File: src/common/exec_pkg.sv
`default_nettype none

package exec_pkg;

    ////////////////////////////////////////////////
    // Widths and basic types
    ////////////////////////////////////////////////
    localparam int xlen        = 32;
    localparam int shamt_width = 5;   // Low operand bits used as shift amount

    typedef logic [xlen-1:0] word_t;
    typedef logic [4:0]      reg_addr_t;   // x0 is never forwarded
    typedef logic [6:0]      opcode_t;
    typedef logic [2:0]      funct3_t;
    typedef logic [6:0]      funct7_t;

    localparam word_t pc_step         = 32'd4;          // Link address offset
    localparam word_t jalr_align_mask = 32'hffff_fffe;  // Clears bit 0

    ////////////////////////////////////////////////
    // Opcodes
    ////////////////////////////////////////////////
    localparam opcode_t op_op     = 7'b0110011;
    localparam opcode_t op_imm    = 7'b0010011;
    localparam opcode_t op_lui    = 7'b0110111;
    localparam opcode_t op_auipc  = 7'b0010111;
    localparam opcode_t op_jal    = 7'b1101111;
    localparam opcode_t op_jalr   = 7'b1100111;
    localparam opcode_t op_branch = 7'b1100011;
    localparam opcode_t op_load   = 7'b0000011;
    localparam opcode_t op_store  = 7'b0100011;

    // ALU funct3, shared by OP and OP_IMM
    localparam funct3_t f3_add_sub = 3'b000;
    localparam funct3_t f3_sll     = 3'b001;
    localparam funct3_t f3_slt     = 3'b010;
    localparam funct3_t f3_sltu    = 3'b011;
    localparam funct3_t f3_xor     = 3'b100;
    localparam funct3_t f3_srl_sra = 3'b101;
    localparam funct3_t f3_or      = 3'b110;
    localparam funct3_t f3_and     = 3'b111;

    // Branch and jump funct3
    localparam funct3_t f3_beq  = 3'b000;
    localparam funct3_t f3_bne  = 3'b001;
    localparam funct3_t f3_blt  = 3'b100;
    localparam funct3_t f3_bge  = 3'b101;
    localparam funct3_t f3_bltu = 3'b110;
    localparam funct3_t f3_bgeu = 3'b111;
    localparam funct3_t f3_jalr = 3'b000;

    // Load and store funct3
    localparam funct3_t f3_lb  = 3'b000;
    localparam funct3_t f3_lh  = 3'b001;
    localparam funct3_t f3_lw  = 3'b010;
    localparam funct3_t f3_lbu = 3'b100;
    localparam funct3_t f3_lhu = 3'b101;
    localparam funct3_t f3_sb  = 3'b000;
    localparam funct3_t f3_sh  = 3'b001;
    localparam funct3_t f3_sw  = 3'b010;

    localparam funct7_t funct7_base = 7'b0000000;
    localparam funct7_t funct7_alt  = 7'b0100000;   // SUB, SRA, SRAI

endpackage

`default_nettype wire
File: src/exec_stage.sv
`default_nettype none

module exec_stage import exec_pkg::*;
(
    input  wire logic clk,
    input  wire logic rst_n,
    input  wire logic halt,
    input  word_t     pc,
    input  opcode_t   opcode,
    input  funct3_t   funct3,
    input  funct7_t   funct7,
    input  reg_addr_t rs1_addr,
    input  reg_addr_t rs2_addr,
    input  reg_addr_t rd_addr_in,
    input  word_t     rs1_data,
    input  word_t     rs2_data,
    input  word_t     imm_i,
    input  word_t     imm_s,
    input  word_t     imm_b,
    input  word_t     imm_u,
    input  word_t     imm_j,
    output word_t     rd_data,
    output reg_addr_t rd_addr,
    output logic      branch_en,
    output word_t     branch_addr,
    output word_t     mem_addr,
    output word_t     mem_data,
    output opcode_t   opcode_out,
    output funct3_t   funct3_out
);

    word_t op_a;           // Resolved rs1
    word_t op_b;           // Resolved rs2
    word_t alu_result;
    logic  br_taken;
    word_t br_target;
    word_t ls_addr;
    word_t ls_store_data;

    // Previous result comes back from the output registers
    operand_forward u_forward (
        .rs1_addr     (rs1_addr),
        .rs2_addr     (rs2_addr),
        .rs1_data     (rs1_data),
        .rs2_data     (rs2_data),
        .prev_rd_addr (rd_addr),
        .prev_rd_data (rd_data),
        .prev_opcode  (opcode_out),
        .op_a         (op_a),
        .op_b         (op_b)
    );

    alu u_alu (
        .opcode     (opcode),
        .funct3     (funct3),
        .funct7     (funct7),
        .op_a       (op_a),
        .op_b       (op_b),
        .pc         (pc),
        .imm_i      (imm_i),
        .imm_u      (imm_u),
        .alu_result (alu_result)
    );

    branch_unit u_branch (
        .opcode (opcode),
        .funct3 (funct3),
        .op_a   (op_a),
        .op_b   (op_b),
        .pc     (pc),
        .imm_b  (imm_b),
        .imm_i  (imm_i),
        .imm_j  (imm_j),
        .taken  (br_taken),
        .target (br_target)
    );

    mem_request u_mem_req (
        .opcode     (opcode),
        .funct3     (funct3),
        .op_a       (op_a),
        .op_b       (op_b),
        .imm_i      (imm_i),
        .imm_s      (imm_s),
        .addr       (ls_addr),
        .store_data (ls_store_data)
    );

    result_regs u_result (
        .clk         (clk),
        .rst_n       (rst_n),
        .halt        (halt),
        .alu_result  (alu_result),
        .taken       (br_taken),
        .target      (br_target),
        .addr        (ls_addr),
        .store_data  (ls_store_data),
        .rd_addr_in  (rd_addr_in),
        .opcode      (opcode),
        .funct3      (funct3),
        .rd_data     (rd_data),
        .rd_addr     (rd_addr),
        .branch_en   (branch_en),
        .branch_addr (branch_addr),
        .mem_addr    (mem_addr),
        .mem_data    (mem_data),
        .opcode_out  (opcode_out),
        .funct3_out  (funct3_out)
    );

endmodule

`default_nettype wire

File: src/result_regs.sv
`default_nettype none

module result_regs import exec_pkg::*;
(
    input  wire logic clk,
    input  wire logic rst_n,
    input  wire logic halt,
    input  word_t     alu_result,
    input  wire logic taken,
    input  word_t     target,
    input  word_t     addr,
    input  word_t     store_data,
    input  reg_addr_t rd_addr_in,
    input  opcode_t   opcode,
    input  funct3_t   funct3,
    output word_t     rd_data,
    output reg_addr_t rd_addr,
    output logic      branch_en,
    output word_t     branch_addr,
    output word_t     mem_addr,
    output word_t     mem_data,
    output opcode_t   opcode_out,
    output funct3_t   funct3_out
);

    ////////////////////////////////////////////////
    // Stage output registers
    ////////////////////////////////////////////////
    always_ff @(posedge clk)
    begin
        if (!rst_n)
        begin
            rd_data     <= '0;
            rd_addr     <= '0;
            branch_en   <= 1'b0;
            branch_addr <= '0;
            mem_addr    <= '0;
            mem_data    <= '0;
            opcode_out  <= '0;
            funct3_out  <= '0;
        end
        else if (halt)
        begin
            // Everything else holds, incoming instruction is dropped
            branch_en <= 1'b0;
        end
        else
        begin
            rd_data     <= alu_result;
            rd_addr     <= rd_addr_in;
            branch_en   <= taken;
            branch_addr <= target;
            mem_addr    <= addr;
            mem_data    <= store_data;
            opcode_out  <= opcode;   // Passed on to memory stage
            funct3_out  <= funct3;
        end
    end

endmodule

`default_nettype wire

File: src/mem_request.sv
`default_nettype none

module mem_request import exec_pkg::*;
(
    input  opcode_t opcode,
    input  funct3_t funct3,
    input  word_t   op_a,
    input  word_t   op_b,
    input  word_t   imm_i,
    input  word_t   imm_s,
    output word_t   addr,
    output word_t   store_data
);

    always_comb
    begin
        addr       = '0;
        store_data = '0;
        if (opcode == op_load)
        begin
            case (funct3)
                f3_lb, f3_lh, f3_lw, f3_lbu, f3_lhu:
                    addr = op_a + imm_i;
                default:
                    addr = '0;   // Unknown load width
            endcase
        end
        else if (opcode == op_store)
        begin
            case (funct3)
                f3_sb:
                begin
                    addr       = op_a + imm_s;
                    store_data = word_t'(op_b[7:0]);    // Byte, zero extended
                end
                f3_sh:
                begin
                    addr       = op_a + imm_s;
                    store_data = word_t'(op_b[15:0]);   // Halfword
                end
                f3_sw:
                begin
                    addr       = op_a + imm_s;
                    store_data = op_b;
                end
                default:
                begin
                    addr       = '0;
                    store_data = '0;
                end
            endcase
        end
    end

endmodule

`default_nettype wire

File: src/branch_unit.sv
`default_nettype none

module branch_unit import exec_pkg::*;
(
    input  opcode_t opcode,
    input  funct3_t funct3,
    input  word_t   op_a,
    input  word_t   op_b,
    input  word_t   pc,
    input  word_t   imm_b,
    input  word_t   imm_i,
    input  word_t   imm_j,
    output logic    taken,
    output word_t   target
);

    logic cond;   // Branch condition for the current funct3

    always_comb
    begin
        case (funct3)
            f3_beq:  cond = (op_a == op_b);
            f3_bne:  cond = (op_a != op_b);
            f3_blt:  cond = ($signed(op_a) <  $signed(op_b));
            f3_bge:  cond = ($signed(op_a) >= $signed(op_b));
            f3_bltu: cond = (op_a <  op_b);
            f3_bgeu: cond = (op_a >= op_b);
            default: cond = 1'b0;
        endcase
    end

    // Target stays zero unless something is taken
    always_comb
    begin
        taken  = 1'b0;
        target = '0;
        case (opcode)
            op_branch:
            begin
                if (cond)
                begin
                    taken  = 1'b1;
                    target = pc + imm_b;
                end
            end
            op_jal:
            begin
                taken  = 1'b1;
                target = pc + imm_j;
            end
            op_jalr:
            begin
                if (funct3 == f3_jalr)
                begin
                    taken  = 1'b1;
                    target = (op_a + imm_i) & jalr_align_mask;
                end
            end
            default:
            begin
                taken  = 1'b0;
                target = '0;
            end
        endcase
    end

endmodule

`default_nettype wire

File: src/alu/alu.sv
`default_nettype none

module alu import exec_pkg::*;
(
    input  opcode_t opcode,
    input  funct3_t funct3,
    input  funct7_t funct7,
    input  word_t   op_a,
    input  word_t   op_b,
    input  word_t   pc,
    input  word_t   imm_i,
    input  word_t   imm_u,
    output word_t   alu_result
);

    word_t                  rhs;         // op_b or imm_i
    logic [shamt_width-1:0] shamt;
    logic                   f7_base;
    logic                   f7_alt;
    logic                   plain_ok;    // funct7 check for single-meaning codes
    word_t                  int_result;

    assign rhs      = (opcode == op_imm) ? imm_i : op_b;
    assign shamt    = rhs[shamt_width-1:0];
    assign f7_base  = (funct7 == funct7_base);
    assign f7_alt   = (funct7 == funct7_alt);
    assign plain_ok = (opcode == op_imm) || f7_base;   // OP_IMM has no funct7 here

    ////////////////////////////////////////////////
    // Integer operations for OP and OP_IMM
    ////////////////////////////////////////////////
    always_comb
    begin
        int_result = '0;
        case (funct3)
            f3_add_sub:
            begin
                if (opcode == op_imm || f7_base)
                    int_result = op_a + rhs;
                else if (f7_alt)
                    int_result = op_a - rhs;   // SUB, register form only
            end
            f3_sll:
            begin
                if (f7_base)
                    int_result = op_a << shamt;
            end
            f3_slt:
            begin
                if (plain_ok)
                    int_result = word_t'($signed(op_a) < $signed(rhs));
            end
            f3_sltu:
            begin
                if (plain_ok)
                    int_result = word_t'(op_a < rhs);
            end
            f3_xor:   int_result = plain_ok ? (op_a ^ rhs) : '0;
            f3_or:    int_result = plain_ok ? (op_a | rhs) : '0;
            f3_and:   int_result = plain_ok ? (op_a & rhs) : '0;
            f3_srl_sra:
            begin
                if (f7_base)
                    int_result = op_a >> shamt;
                else if (f7_alt)
                    int_result = word_t'($signed(op_a) >>> shamt);   // Sign fill
            end
            default:  int_result = '0;
        endcase
    end

    // Result select by opcode
    always_comb
    begin
        case (opcode)
            op_op,
            op_imm:   alu_result = int_result;
            op_lui:   alu_result = imm_u;
            op_auipc: alu_result = pc + imm_u;
            op_jal,
            op_jalr:  alu_result = pc + pc_step;   // Link value
            default:  alu_result = '0;
        endcase
    end

endmodule

`default_nettype wire

File: src/operand_forward.sv
`default_nettype none

module operand_forward import exec_pkg::*;
(
    input  reg_addr_t rs1_addr,
    input  reg_addr_t rs2_addr,
    input  word_t     rs1_data,
    input  word_t     rs2_data,
    input  reg_addr_t prev_rd_addr,
    input  word_t     prev_rd_data,
    input  opcode_t   prev_opcode,
    output word_t     op_a,
    output word_t     op_b
);

    logic prev_writes;   // Previous result is a real register write
    logic fwd_rs1;
    logic fwd_rs2;

    // Only these opcodes write rd, and x0 never holds a result
    assign prev_writes = (prev_rd_addr != '0) &&
                         (prev_opcode == op_op  || prev_opcode == op_imm   ||
                          prev_opcode == op_lui || prev_opcode == op_auipc ||
                          prev_opcode == op_jal || prev_opcode == op_jalr);

    assign fwd_rs1 = prev_writes && (rs1_addr == prev_rd_addr);
    assign fwd_rs2 = prev_writes && (rs2_addr == prev_rd_addr);

    assign op_a = fwd_rs1 ? prev_rd_data : rs1_data;
    assign op_b = fwd_rs2 ? prev_rd_data : rs2_data;

endmodule

`default_nettype wire

File: config.mk
export PLATFORM = sky130hd
export DESIGN_NAME = exec_stage
export DESIGN_NICKNAME = d
export VERILOG_FILES = /design/src/common/exec_pkg.sv /design/src/exec_stage.sv /design/src/result_regs.sv /design/src/mem_request.sv /design/src/branch_unit.sv /design/src/alu/alu.sv /design/src/operand_forward.sv
export SDC_FILE = /design/constraint.sdc
export NUM_CORES = 1
export LEC_CHECK = 0
export BUFFER_PORTS_ARGS = -buffer_cell sky130_fd_sc_hd__buf_2
export CAP_MARGIN = 0
export CELL_PAD_IN_SITES_DETAIL_PLACEMENT = 0
export CELL_PAD_IN_SITES_GLOBAL_PLACEMENT = 2
export CORE_ASPECT_RATIO = 0.75
export CORE_MARGIN = 2
export CORE_UTILIZATION = 30
export DETAILED_ROUTE_END_ITERATION = 10
export PLACE_DENSITY = 0.78
export SLEW_MARGIN = 20
export SYNTH_ARGS = -nofsm -noshare
export SYNTH_HDL_FRONTEND = slang
export SYNTH_SLANG_ARGS = --single-unit
File: constraint.sdc
create_clock -name clk -period 5.3 [get_ports clk]
set_input_delay 0 -clock clk [delete_from_list [all_inputs] [get_ports clk]]
set_output_delay 0 -clock clk [all_outputs]
set_load 0.005 [all_outputs]
# == After elaboration in Yosys (flattened, before gate mapping) ==
# Cells that the tools add are included.
# totals
regBits,144
latchBits,0
ramBits,0
romBits,0
in_bits,291
out_inout_bits,144
wordCells,102
memories,0
# classes
add_sub_neg,8
n_mul,0
n_div,0
n_lt_le_gt_ge,6
eq_ne,27
shift,3
muxes,29
bitwise_logic,4
reduce_logical,17
# ops
cell,count
$mux W32,19
$pmux W32 S8,1
$add A32 B32 Y32,6
$pmux W32 S3,2
$lt A32 B32 Y1,4
$pmux W32 S4,1
$ge A32 B32 Y1,2
$eq A7 B6 Y1 const B,6
$eq A7 B7 Y1 const B,5
$add A32 B3 Y32 const B,1
$and A32 B32 Y32,1
$eq A32 B32 Y1,1
$ne A32 B32 Y1,1
$or A32 B32 Y32,1
$shl A32 B5 Y32,1
$shr A32 B5 Y32,1
$sshr A32 B5 Y32,1
$sub A32 B32 Y32,1
$xor A32 B32 Y32,1
$eq A7 B5 Y1 const B,4
$eq A3 B3 Y1 const B,4
$eq A5 B5 Y1,2
$eq A7 B2 Y1 const B,1
$logic_not A7 Y1,1
13 further kinds,26

# == Longest topological paths before layout ==
# depth
word_depth,15
mapped_depth,23
depth_no_buf,19

# == Modules after synthesis ==
# Synthesis repeated with hierarchy kept, for this count alone.
# unflattened
hier_cells,4022
hier_area_um2,29250.6
# by_module_without_submodules
module,instances,cells_per_inst,area_each_um2,seq_area_each_um2
alu,1,2083,12712.2,0.0
branch_unit,1,856,6097.1,0.0
result_regs,1,464,5426.5,2882.8
mem_request,1,528,3766.1,0.0
operand_forward,1,91,1248.7,0.0

# == Least setup slack after synthesis ==
# No wires, ideal clock.
# synth_path
path_kind,register to register
startpoint,register u_result.rd_addr[1]
endpoint,register u_result.rd_data[28]
setup_time_ns,0.135
arrival_time_ns,5.213
required_ns,5.165
path_slack_ns,-0.049
stages_incl_launch_ff,22
path_buffers,4
period_less_slack_ns,5.349
path_cell_list,dfxtp_1 -> or4_4 -> o22ai_4 -> or4_1 -> buf_4 -> clkbuf_1 -> buf_2 -> mux2i_1 -> nand2_1 -> o21a_1 -> ha_1 -> clkbuf_1 -> or4_1 -> nor3_1 -> o211ai_1 -> nand3_1 -> a211oi_1 -> a2111oi_0 -> or4b_2 -> nand2_1 -> a2111oi_0 -> o211ai_1
# synth_between
elab_chain_cells,10
word_cells_on_any_way,27
cone_classes,add/sub: 2; eq/ne: 2; shift: 3; mux: 13; bitwise: 3; reduce/logical: 4
# synth_rtl
item,line,text
"start, declared",result_regs.sv:17,"output reg_addr_t rd_addr,"
"start signal, assigned",result_regs.sv:50,rd_addr <= rd_addr_in;
$reduce_bool A5 Y1,operand_forward.sv:21,assign prev_writes = (prev_rd_addr != '0) &&
$logic_and A1 B1 Y1,operand_forward.sv:21,
$logic_and A1 B1 Y1,operand_forward.sv:27,assign fwd_rs2 = prev_writes && (rs2_addr == prev_rd_addr);
$mux W32,operand_forward.sv:30,assign op_b = fwd_rs2 ? prev_rd_data : rs2_data;
$mux W32,alu.sv:23,assign rhs = (opcode == op_imm) ? imm_i : op_b;
$sub A32 B32 Y32 / $sshr A32 B5 Y32 (equally long branches),"alu.sv:41, alu.sv:66",
$mux W32 (on tied branches),"alu.sv:40, alu.sv:65",
$mux W32 (on tied branches),"alu.sv:38, alu.sv:63",
$pmux W32 S8 *,alu.sv:35,case (funct3)
$pmux W32 S4 *,alu.sv:75,case (opcode)
"end signal, assigned",result_regs.sv:49,rd_data <= alu_result;
"end, declared",result_regs.sv:16,"output word_t rd_data,"
# Every way passes the cells marked *; elsewhere a longest branch is shown, timed or not.
# A chain may end at the register's enable or synchronous reset.

# == Final worst setup path ==
# layout_path
startpoint,register u_result.opcode_out[4]
endpoint,register u_result.rd_data[31]
# layout_between
elab_chain_cells,15
word_cells_on_any_way,35
cone_classes,add/sub: 2; eq/ne: 6; shift: 3; mux: 13; bitwise: 3; reduce/logical: 8
# layout_rtl
item,line,text
"start, declared",result_regs.sv:22,"output opcode_t opcode_out,"
"start signal, assigned",result_regs.sv:55,opcode_out <= opcode;
$eq A7 B6 Y1 / $eq A7 B5 Y1 (equally long branches),operand_forward.sv:22,(prev_opcode == op_op || prev_opcode == op_imm ||
$logic_or A1 B1 Y1 (2 in series),operand_forward.sv:22,
$logic_or A1 B1 Y1 (2 in series),operand_forward.sv:23,prev_opcode == op_lui || prev_opcode == op_auipc ||
$logic_or A1 B1 Y1 *,operand_forward.sv:24,prev_opcode == op_jal || prev_opcode == op_jalr);
$logic_and A1 B1 Y1 *,operand_forward.sv:21,
$logic_and A1 B1 Y1,operand_forward.sv:27,
$mux W32,operand_forward.sv:30,
$mux W32,alu.sv:23,
$sub A32 B32 Y32 / $sshr A32 B5 Y32 (equally long branches),"alu.sv:41, alu.sv:66",
$mux W32 (on tied branches),"alu.sv:40, alu.sv:65",
$mux W32 (on tied branches),"alu.sv:38, alu.sv:63",
$pmux W32 S8 *,alu.sv:35,
$pmux W32 S4 *,alu.sv:75,
# Marked as above.

==> results.md <==
* Psw at about 0.0026 W
* Final non-filler cell total at approximately 5.2k
* Ys Warns at 0
* Synth Instances at 3463
* Synth area leader: ha_1
* Final wirelength at approximately 160 mm
* Slew Limit Fails at 0
* Number of remaining DRC errors at 0
* Worst-Skew Late Latency at 490 ps
* RSZ-0062 raised after global routing: true
* Min-delay worst type: primary input to register
* Clk sinks at around 140
* Max VDD drop at 0.254 mV
* Hold path start: imm_u[20]
* First-pass GRT wire length at between 200 and 250 mm
* Post-Syn Nets at between 4k and 5k
* PD cells at about 170 nW/um^2
* Clock power share at about a quarter
* Setup crit end kind: register
* Reg power frac at between 20% and 30%
* Die Height at 252 um
* Max transition margin at ~16%
* Nets@finish at 4721
* Critical-path cell list: and4b_1 -> o22ai_4 -> buf_6 -> nor4_4 -> buf_12 -> buf_8 -> mux2i_4 -> inv_2 -> buf_6 -> ha_1 -> nor2b_1 -> o31a_1 -> o32ai_2 -> buf_4 -> o21ai_4 -> a311oi_2 -> buf_4 -> o211ai_1 -> nand3_1 -> mux2i_1 -> o2111ai_1 -> a221oi_2 -> o21ai_1
* Iteration-0 DRC Markers at slightly above 5k
* Tcrit/Tclk final at 99.2%
* Slew @ Worst Pin at between 1000 and 1500 ps
* Distinct cell type count after synthesis at 96
* Share of the synthesized area in the top cell type at roughly 14%
* Vias per cell at 6.23
* Internal power at 0.00294 W
* Switching Share at a little under half
* Req. time, crit path at 5650 ps
* CP max FO at 7
* Row cnt at 90
* Lkg Pwr at roughly 14 nW
* Post-synthesis area per instance at just over 7 sq um
* CTS Root Cell: clkbuf_16
* Wire per inst at just over 30 um
* Final Setup Violations at 0
* Crit-path slowest cell: o31a_1
* Worst R2R Start: u_result.opcode_out[4]
* Router iterations before antenna repair at 9
* Vias in the first global route at between 20k and 30k
* CTS tree: yes
* Die area at 84400 sq um
* Post-synth top cells: nand2_1 (317), ha_1 (285), o21ai_0 (281)
* Final Hold Fails at 0
* Most frequent cell after synthesis: nand2_1
* Post-Synthesis Cell Area at 24600 sq um
* Placed cells at 5119
* Ys async rst share at 0%
* Met3 wire length at between 20 and 25 mm
* Max stage delay on crit path at around 400 ps
* ANT nets after route at 0
* Initial antenna violation count at 21
* EDFF count, synth at 0
* Crit path from: u_result.opcode_out[4]
* Crit start category: register
* Vias at 32.5k
* GRT Util Overall at between 30 and 40%
* Routed wl met2 at around 60 mm
* H-tree Lvls at 4
* P&R area growth vs syn at 30.6%
* Final Critical Period at between 5000 and 6000 ps
* WS Path Type: register to register
* Initial Util at 30.4%
* Pre-CTS setup slack at -310 ps
* #FFs+latches synth at about 140
* Post-DP HPWL at about 130 mm
* Layout cells sized above 1 at about 25%
* Reg clk slew, reported paths at roughly 70 ps
* PortBufs at 434
* GPL Wtd Cong at around 1.1
* Core Region at 80900 sq um
* Status: finished clean
* Top layer in use: met5
* Max Clock Freq at approximately 190 MHz
* Post-synth top flop: dfxtp_1
* WP data arrival at roughly 5600 ps
* Synth area leaders: ha_1 (14%), dfxtp_1 (12%), o21ai_0 (5.7%), a21oi_1 (5.7%), nand2_1 (4.8%)
* IO Pins at between 400 and 500
* CTS max path bufs at 2
* CP top delay family: compound AO/OA/AOI/OAI gates
* Buf/Inv on CP at 7
* Metal-1 WL at between 60 and 70 mm
* Fillers at 8743
* Grt ovf at 0
* Die W at 335 um
* Comb power frac at ~56%
* Post-synthesis sequential area ratio at 11.7%
* PnR worst setup slack at roughly 44 ps
* Clock skew at 16.7 ps
* CTS Buf Count at 17
* Largest net degree at the start of global routing at 59
* Max-capacitance violation count at 0
path summary, 6_finish.rpt:
check	endpoint	cells after the start	slack, ps
setup / recovery	u_result.rd_data[31]	23	40
hold / removal	u_result.rd_data[20]	5	10
setup reg to reg	u_result.rd_data[31]	23	40
hold reg to reg	u_result.mem_data[22]	2	450
power by group through the flow:
stage	Sequential (W)	Clock, W	Combinational (W)
4_1_cts	0.00111	0.00133	0.00290
3_5_place_dp	0.00113	0	0.00284
2_1_floorplan	0.00114	0	0.00158
3_3_place_gp	0.00113	0	0.00286
5_1_grt	0.00111	0.00136	0.00326
6_report	0.00111	0.00132	0.00309
sequential cells by signal (all words and copies together), names as in the netlist:
| register | flops |
|---|---|
| u_result.mem_addr | 32 |
| u_result.rd_addr | 5 |
| u_result.mem_data | 32 |
| u_result.branch_en | 1 |
| u_result.branch_addr | 32 |
| u_result.rd_data | 32 |
| u_result.opcode_out | 7 |
| u_result.funct3_out | 3 |
kinds of logic (layout without fill, tap and decap cells):
| family | count (synthesis) | in the layout | share of synthesized area [%] |
|---|---|---|---|
| AND/OR/NAND/NOR | 1046 | 1046 | 20.0 |
| adder cells (fa/ha/maj) | 292 | 292 | 15.1 |
| multiplexers | 100 | 100 | 4.16 |
| XOR/XNOR | 187 | 187 | 6.65 |
| other | 0 | 1 | 0 |
| flip-flops | 144 | 144 | 11.7 |
| buffers and inverters | 348 | 1033 | 5.70 |
| AO/OA/AOI/OAI | 1346 | 1349 | 36.7 |
layer usage:
layer  vias up  track usage (%)
met4        16             9.60
li1      14500                -
met5         -                0
met2      2212             48.3
met3       270             13.2
met1     15500             51.2
worst reg2reg max path, delay by kind of cell (launching register included):
family          cells  cell delay, ps
flops               1             340
simple gates        4            1010
fa+ha+maj           1             300
compound gates      9            1980
mux                 2             430
buf+inv             7            1080
metrics by stage:
step | hold WS (ps) | area [sq um] | TNS (ps) | total power [W] | utilization, %
detailed placement | 265 | 30200 | -5970 | 0.00397 | 37.3
finish | 12.3 | 32100 | 0 | 0.00552 | 39.8
global placement | 261 | 30200 | -15640 | 0.00400 | 37.3
floorplan | 166 | 24600 | 0 | 0.00271 | -
CTS | 2.91 | 31300 | -16.2 | 0.00534 | 38.7
global route | 24.3 | 32100 | -713 | 0.00573 | 39.8
placed cells by master (no fill, tap or decap), drive strengths merged, types with 63 or more instances in the layout:
cell type / Yosys / routed
buf: 67 / 830
nand2: 321 / 321
o21ai: 320 / 320
ha: 285 / 285
a21oi: 280 / 283
nor2: 243 / 243
nand3: 198 / 198
inv: 141 / 147
dfxtp: 144 / 144
xnor2: 117 / 117
a21o: 98 / 98
mux2i: 90 / 90
xor2: 70 / 70
o211ai: 69 / 69
nor3: 63 / 63
layout make-up:
type                    count  area, sq um  area share (%)
inverters                 141          529            1.65
flip-flops and latches    144         2890            8.98
multi-input cells        2974        21200            65.9
repair buffers            860         5620            17.5
well taps                1058         1320            4.12
clock inverters            13          148           0.459
diodes                      1         2.50         0.00778
clock buffers              19          443            1.38
what timing repair did:
action                     in CTS  in global routing
resized for setup              42                133
setup endpoints to repair      44                 64
pin swaps                       8                 41
hold endpoints to repair       27                  0
hold buffers                   29                  0
gates cloned                    2                  2
buffers inserted                4                 21
Power figures use the tool's default switching activity.
